## src/verilog/hv_types_pkg.sv

```systemverilog
package hv_types_pkg;

    // data path width, shared by items, accumulators and result words
    localparam int WORD_W = 32;

    // item memory address width
    localparam int INDEX_W = 9;

    // enough bits to rotate by any position inside a word
    localparam int ROT_W = $clog2(WORD_W);

    // item memory geometry, one entry per source index
    localparam int ITEM_DEPTH = 1 << INDEX_W;

    // lanes sharing one exec strobe, even lane first
    localparam int NUM_LANES = 2;

    // item values, accumulators and result words
    typedef logic [WORD_W-1:0] word_t;

    // source index into the item memory
    typedef logic [INDEX_W-1:0] index_t;

    // rotate amount, taken from the low bits of an item
    typedef logic [ROT_W-1:0] rot_t;

endpackage

```

## src/verilog/hv_timing_pkg.sv

```systemverilog
package hv_timing_pkg;

    // edges from a sampled exec until the accumulator holds the fold
    // one edge each for item lookup, the stage register and the fold
    localparam int EXEC_LATENCY = 3;

    // edges from a sampled init until the accumulator is cleared
    // two edges, so a clear can overtake a fold still in the pipe
    localparam int INIT_LATENCY = 2;

    // readout FSM states
    // RD_EMPTY means nothing left to shift out
    typedef enum logic [1:0] {
        RD_EMPTY = 2'd0,
        RD_LANE0 = 2'd1,
        RD_LANE1 = 2'd2
    } readout_state_t;

endpackage

```

## src/verilog/acc_readout.sv

```systemverilog
`timescale 1ns/1ps

module acc_readout (
    input  logic                clk,
    input  logic                reset,
    input  logic                update,
    input  logic                out_period,
    input  hv_types_pkg::word_t acc_even,
    input  hv_types_pkg::word_t acc_odd,
    output hv_types_pkg::word_t result,
    output logic                result_valid
);
    import hv_types_pkg::*;
    import hv_timing_pkg::*;

    // snapshot of both lanes, index 0 is the even lane
    word_t capture [NUM_LANES];

    readout_state_t state;
    readout_state_t state_next;

    // both lanes captured on the same edge
    always_ff @(posedge clk) begin
        if (update) begin
            capture[0] <= acc_even;
            capture[1] <= acc_odd;
        end
    end

    // update restarts the readout, even in the middle of one
    always_comb begin
        state_next = state;
        if (update) begin
            state_next = RD_LANE0;
        end else if (out_period) begin
            case (state)
                RD_LANE0: state_next = RD_LANE1;
                RD_LANE1: state_next = RD_EMPTY;
                default:  state_next = RD_EMPTY;
            endcase
        end
    end

    always_ff @(posedge clk) begin
        if (reset) begin
            state <= RD_EMPTY;
        end else begin
            state <= state_next;
        end
    end

    // word selected by the current state
    always_comb begin
        case (state)
            RD_LANE0: result = capture[0];
            RD_LANE1: result = capture[1];
            default:  result = '0;
        endcase
    end

    assign result_valid = (state != RD_EMPTY);

    // nothing to read straight out of reset
    valid_low_after_reset: assert property (
        @(posedge clk)
        reset |=> !result_valid
    ) else $error("acc_readout: result_valid high after reset");

    // out_period alone never refills an empty readout
    empty_left_on_update: assert property (
        @(posedge clk) disable iff (reset)
        (state == RD_EMPTY && !update) |=> (state == RD_EMPTY)
    ) else $error("acc_readout: left RD_EMPTY without update");

endmodule

```

## config.mk

```make
export PLATFORM = sky130hd
export DESIGN_NAME = acc_readout
export DESIGN_NICKNAME = d
export VERILOG_FILES = /design/src/verilog/hv_types_pkg.sv /design/src/verilog/hv_timing_pkg.sv /design/src/verilog/acc_readout.sv
export SDC_FILE = /design/constraint.sdc
export NUM_CORES = 1
export LEC_CHECK = 0
export BUFFER_PORTS_ARGS = -buffer_cell sky130_fd_sc_hd__buf_4
export CORE_MARGIN = 8
export CORE_UTILIZATION = 35
export CTS_CLUSTER_SIZE = 20
export DETAILED_ROUTE_END_ITERATION = 8
export PLACE_DENSITY_LB_ADDON = 0.05
export SYNTH_ARGS = -nofsm -noshare
export SYNTH_HDL_FRONTEND = slang
export SYNTH_SLANG_ARGS = --single-unit
```

## constraint.sdc

```tcl
create_clock -name clk -period 1.2 [get_ports clk]
set_input_delay 0.18 -clock clk [delete_from_list [all_inputs] [get_ports clk]]
set_output_delay 0.18 -clock clk [all_outputs]
set_load 0.02 [all_outputs]
```

* Yosys cells after proc, flatten, opt, wreduce, memory -nomap -nowiden
Memory sizes are Yosys's and may differ from the RTL's. Index checks and enable logic that the tools add are counted.
Cells by class: reductions and logical operators 3, muxes and demuxes 6, equal/unequal tests 2
Operators with widths (number):
- case mux 32 bit (2 select lines) | 1
- 2-to-1 mux 1 bit | 4
- nonzero test 2 bit | 2
- equality test 2 x 1 -> 1 bit (second input constant) | 1
- equality test 2 bit (second input constant) | 1
- 2-to-1 mux 2 bit | 1
- OR reduction 2 bit | 1
Word-level totals: bits of input ports 68, word-level logic and storage cells 14, output and inout bits 33, memories 1, bits in writable memories 64, bits in registers 2
Memories:
- capture | words 2, width 32, read ports 2, clocked after Yosys merged registers in 0, wr ports 2, RTL line acc_readout.sv:17 | word_t capture [NUM_LANES];

* Depth between registers and ports, before layout
depth in word-level cells 4, depth in mapped cells 6, mapped depth without buffers 4

* Least setup slack after synthesis
Ideal clock, no wire load.
kind reg2out, from register state[0], to output port result[0], arrival 1263 ps, path buffers 1, cell stages (with the launch flop) 5, setup slack -243 ps, required time 1020 ps, cell sequence dfxtp_1 > inv_1 > ha_1 > clkbuf_1 > nor2b_1
On the way: longest elaborated chain between the ends 2, elaborated cells on any way between the ends 3, those cells by class eq/ne (2); mux (1)
RTL lines:
- start: declaration | RTL line acc_readout.sv:19 | readout_state_t state;
- start signal: assignment | RTL line acc_readout.sv:48 | state <= state_next;
- equality test 2 bit / equality test 2 x 1 -> 1 bit (equally long branches) | RTL line acc_readout.sv:54 | case (state)
- case mux 32 bit (2 select lines) * | RTL line acc_readout.sv:54
- end: declaration | RTL line acc_readout.sv:10 | output hv_types_pkg::word_t result,
Every way passes the cells marked *; elsewhere a longest branch is shown, timed or not.

* Worst setup path in the final report
from register state[1], to output port result[10]
The elaborated chain is that of the path after synthesis.

==> impl_metrics.env <==
export IMPL_rsz0062_at_grt="true"
export IMPL_drtPass1Iterations=4
export IMPL_syn_nets=222
export IMPL_drv_cap=0
export IMPL_num_rows=31
export IMPL_via_per_inst=4.51
export IMPL_p_per_area_nw_per_um2=1200
export IMPL_synth_area_leaders="edfxtp_1 (74%), a22oi_1 (9.3%), nor2b_1 (7.7%)"
export IMPL_ant_nets=0
export IMPL_period_share_pct=143
export IMPL_yosys_top_cells_count="edfxtp_1 (64), a22oi_1 (32), nor2b_1 (32)"
export IMPL_cts_tree="built"
export IMPL_io_pins=101
export IMPL_grt_pass1_vias=1957
export IMPL_grt_overflow=0
export IMPL_synthFlopType="edfxtp_1"
export IMPL_clock_latency_ns=0.32
export IMPL_chipWidth_microns=102
export IMPL_post_dp_hpwl_microns=4440
export IMPL_avgSynthCellArea_sq_um=17.1
export IMPL_grt_pass1_wl_microns=9800
export IMPL_maxSlewHeadroom_pct=85.4
export IMPL_multi_input_area_sq_um=947
export IMPL_hp_start="acc_even[4]"
export IMPL_drcViolationCount=0
export IMPL_crit_path_start="state[1]$_SDFFE_PP0P_"
export IMPL_die_y_microns=102
export IMPL_min_path_type="in2reg"
export IMPL_start_kind="flop"
export IMPL_grt_use_total_pct=12.7
export IMPL_wl_per_cell_microns=16.8
export IMPL_tns_ns=-15.35
export IMPL_synthDistinctLibCells=14
export IMPL_ys_ff_latch=66
export IMPL_r2r_start="state[1]$_SDFFE_PP0P_"
export IMPL_synth_top_area_share_pct=74.3
export IMPL_regArea_sq_um=1970
export IMPL_layout_setup_ws_ns=-0.514
export IMPL_cp_required_ns=1.02
export IMPL_crit_type="reg2out"
export IMPL_place_ws_ns=-0.267
export IMPL_hold_viol=0
export IMPL_violations="setup timing"
export IMPL_reg2reg_slack_ns=0.11
export IMPL_fin_crit_ns=1.71
export IMPL_synth_edff_count=64
export IMPL_ys_warn_count=0
export IMPL_cp_max_fo=13
export IMPL_cts_buffer_depth=2
export IMPL_numCtsBuffers=9
export IMPL_numClockSinks=66
export IMPL_p_leak_uw=0.00165
export IMPL_drt_iter0_drc=68
export IMPL_antenna_found_initial=0
export IMPL_hold_worst_slack_ns=0.0206
export IMPL_synthArstFlopShare_pct=0
export IMPL_vdd_drop_max_mv=0.691
export IMPL_antenna_cells=0
export IMPL_slew_violations=0
export IMPL_post_synth_top_area_cell="edfxtp_1"
export IMPL_crit_path_end_kind="output pin"
export IMPL_ys_seq_area_share_pct=75.9
export IMPL_tightest_slew_ns=0.219
export IMPL_grt_max_degree=35
export IMPL_cts_max_level=3
export IMPL_crit_arrival_ns=1.53
export IMPL_wirelength_microns=6400
export IMPL_fmax_mhz=583
export IMPL_globalplace_congestion=0.670
export IMPL_final_setup_skew_ns=0.000323
export IMPL_area_growth_pct=71.5
export IMPL_outcome="finished, violations left"
export IMPL_drive_above_1_share_pct=71.0
export IMPL_yosysMostFrequentCell="edfxtp_1"
export IMPL_core_sq_um=7210
export IMPL_vias=1723
export IMPL_fp_dieArea_sq_um=10400
export IMPL_synthCells=151
export IMPL_numPortBuffers=100
export IMPL_setup_viol=33
export IMPL_fillers=587
export IMPL_path_clk_slew_ns=0.07
export IMPL_fin_nets=349
export IMPL_root_buffer="clkbuf_8"
export IMPL_initial_core_util_pct=35.8
export IMPL_syn_area_sq_um=2580
==> flip-flops by register name, indices dropped and copies added (netlist names) <==
register	flops
capture	64
state	2
==> per-layer routing <==
| layer | track usage [%] | up-vias | share of wire [%] |
|---|---|---|---|
| met4 | 5.42 | 0 | 1.4 |
| met1 | 14.1 | 823 | 39 |
| met5 | 0 | - | 0 |
| met2 | 21.2 | 59 | 51 |
| met3 | 5.04 | 10 | 8.2 |
| li1 | - | 831 | - |
==> layout by cell type (no fill, tap or decap), drive strengths merged <==
| cell type | Yosys | routed |
|---|---|---|
| buf | 5 | 116 |
| edfxtp | 64 | 64 |
| a22oi | 32 | 32 |
| nor2b | 32 | 32 |
| clkbuf | 5 | 13 |
| dlygate4sd3 | 0 | 10 |
| inv | 4 | 4 |
| ha | 3 | 3 |
| clkinv | 0 | 2 |
| dfxtp | 2 | 2 |
| mux2i | 1 | 1 |
| nor3 | 1 | 1 |
| nand2b | 1 | 1 |
| a21oi | 1 | 1 |
| bufinv | 0 | 1 |
==> through the flow <==
stage | util (%) | cells | total power, uW | area, sq um
2_1_floorplan | - | 151 | 3200 | 2990
3_3_place_gp | 54.0 | 353 | 3530 | 3890
3_5_place_dp | 54.0 | 353 | 3540 | 3890
4_1_cts | 59.3 | 372 | 5360 | 4280
5_1_grt | 61.5 | 382 | 5570 | 4430
6_report | 61.5 | 382 | 5330 | 4430
==> power by group <==
part | switching, uW | internal, uW
Combinational | 321 | 478
Clock | 775 | 957
Sequential | 75.7 | 2730
Total | 1170 | 4160
==> timing repair <==
| action | CTS | global route |
|---|---|---|
| endpoints found under the hold margin | 2 | 9 |
| hold buffers | 1 | 9 |
| cloned | 1 | 0 |
| pin swaps | 4 | 5 |
| resized for setup | 47 | 15 |
| endpoints found under the setup margin | 33 | 33 |
| setup buffers | 1 | 1 |
==> cells by family (layout without fill, tap and decap cells) <==
group                    after synthesis  after routing  share of synthesized area [%]
flip-flops                            66             66                           75.9
AND/OR/NAND/NOR                       34             34                           8.37
AO/OA/AOI/OAI                         33             33                           9.49
buffers and inverters                 14            146                           4.40
adder cells (fa/ha/maj)                3              3                           1.45
multiplexers                           1              1                          0.387
==> final cells by class <==
cell class,instances,area share [%]
Clock buffer,13,3.13
Clock inverter,3,0.903
Inverter,4,0.451
Multi-Input combinational cell,71,21.4
Sequential cell,66,44.4
Tap cell,99,2.79
Timing Repair Buffer,126,26.9
==> worst paths after layout <==
kind,to,depth (start not counted)
hold / removal,capture[0][4]$_DFFE_PP_,1
hold reg to reg,state[0]$_SDFFE_PP0P_,2
setup reg to reg,state[1]$_SDFFE_PP0P_,5
setup / recovery,result[10],6
==> critical path: stages, from the launching register on <==
cell	delay, ns
dfxtp_4	0.38
inv_4	0.05
ha_4	0.20
buf_12	0.17
a22oi_2	0.22
nor2b_4	0.06
buf_6	0.13
(Power assumes the default switching activity.)
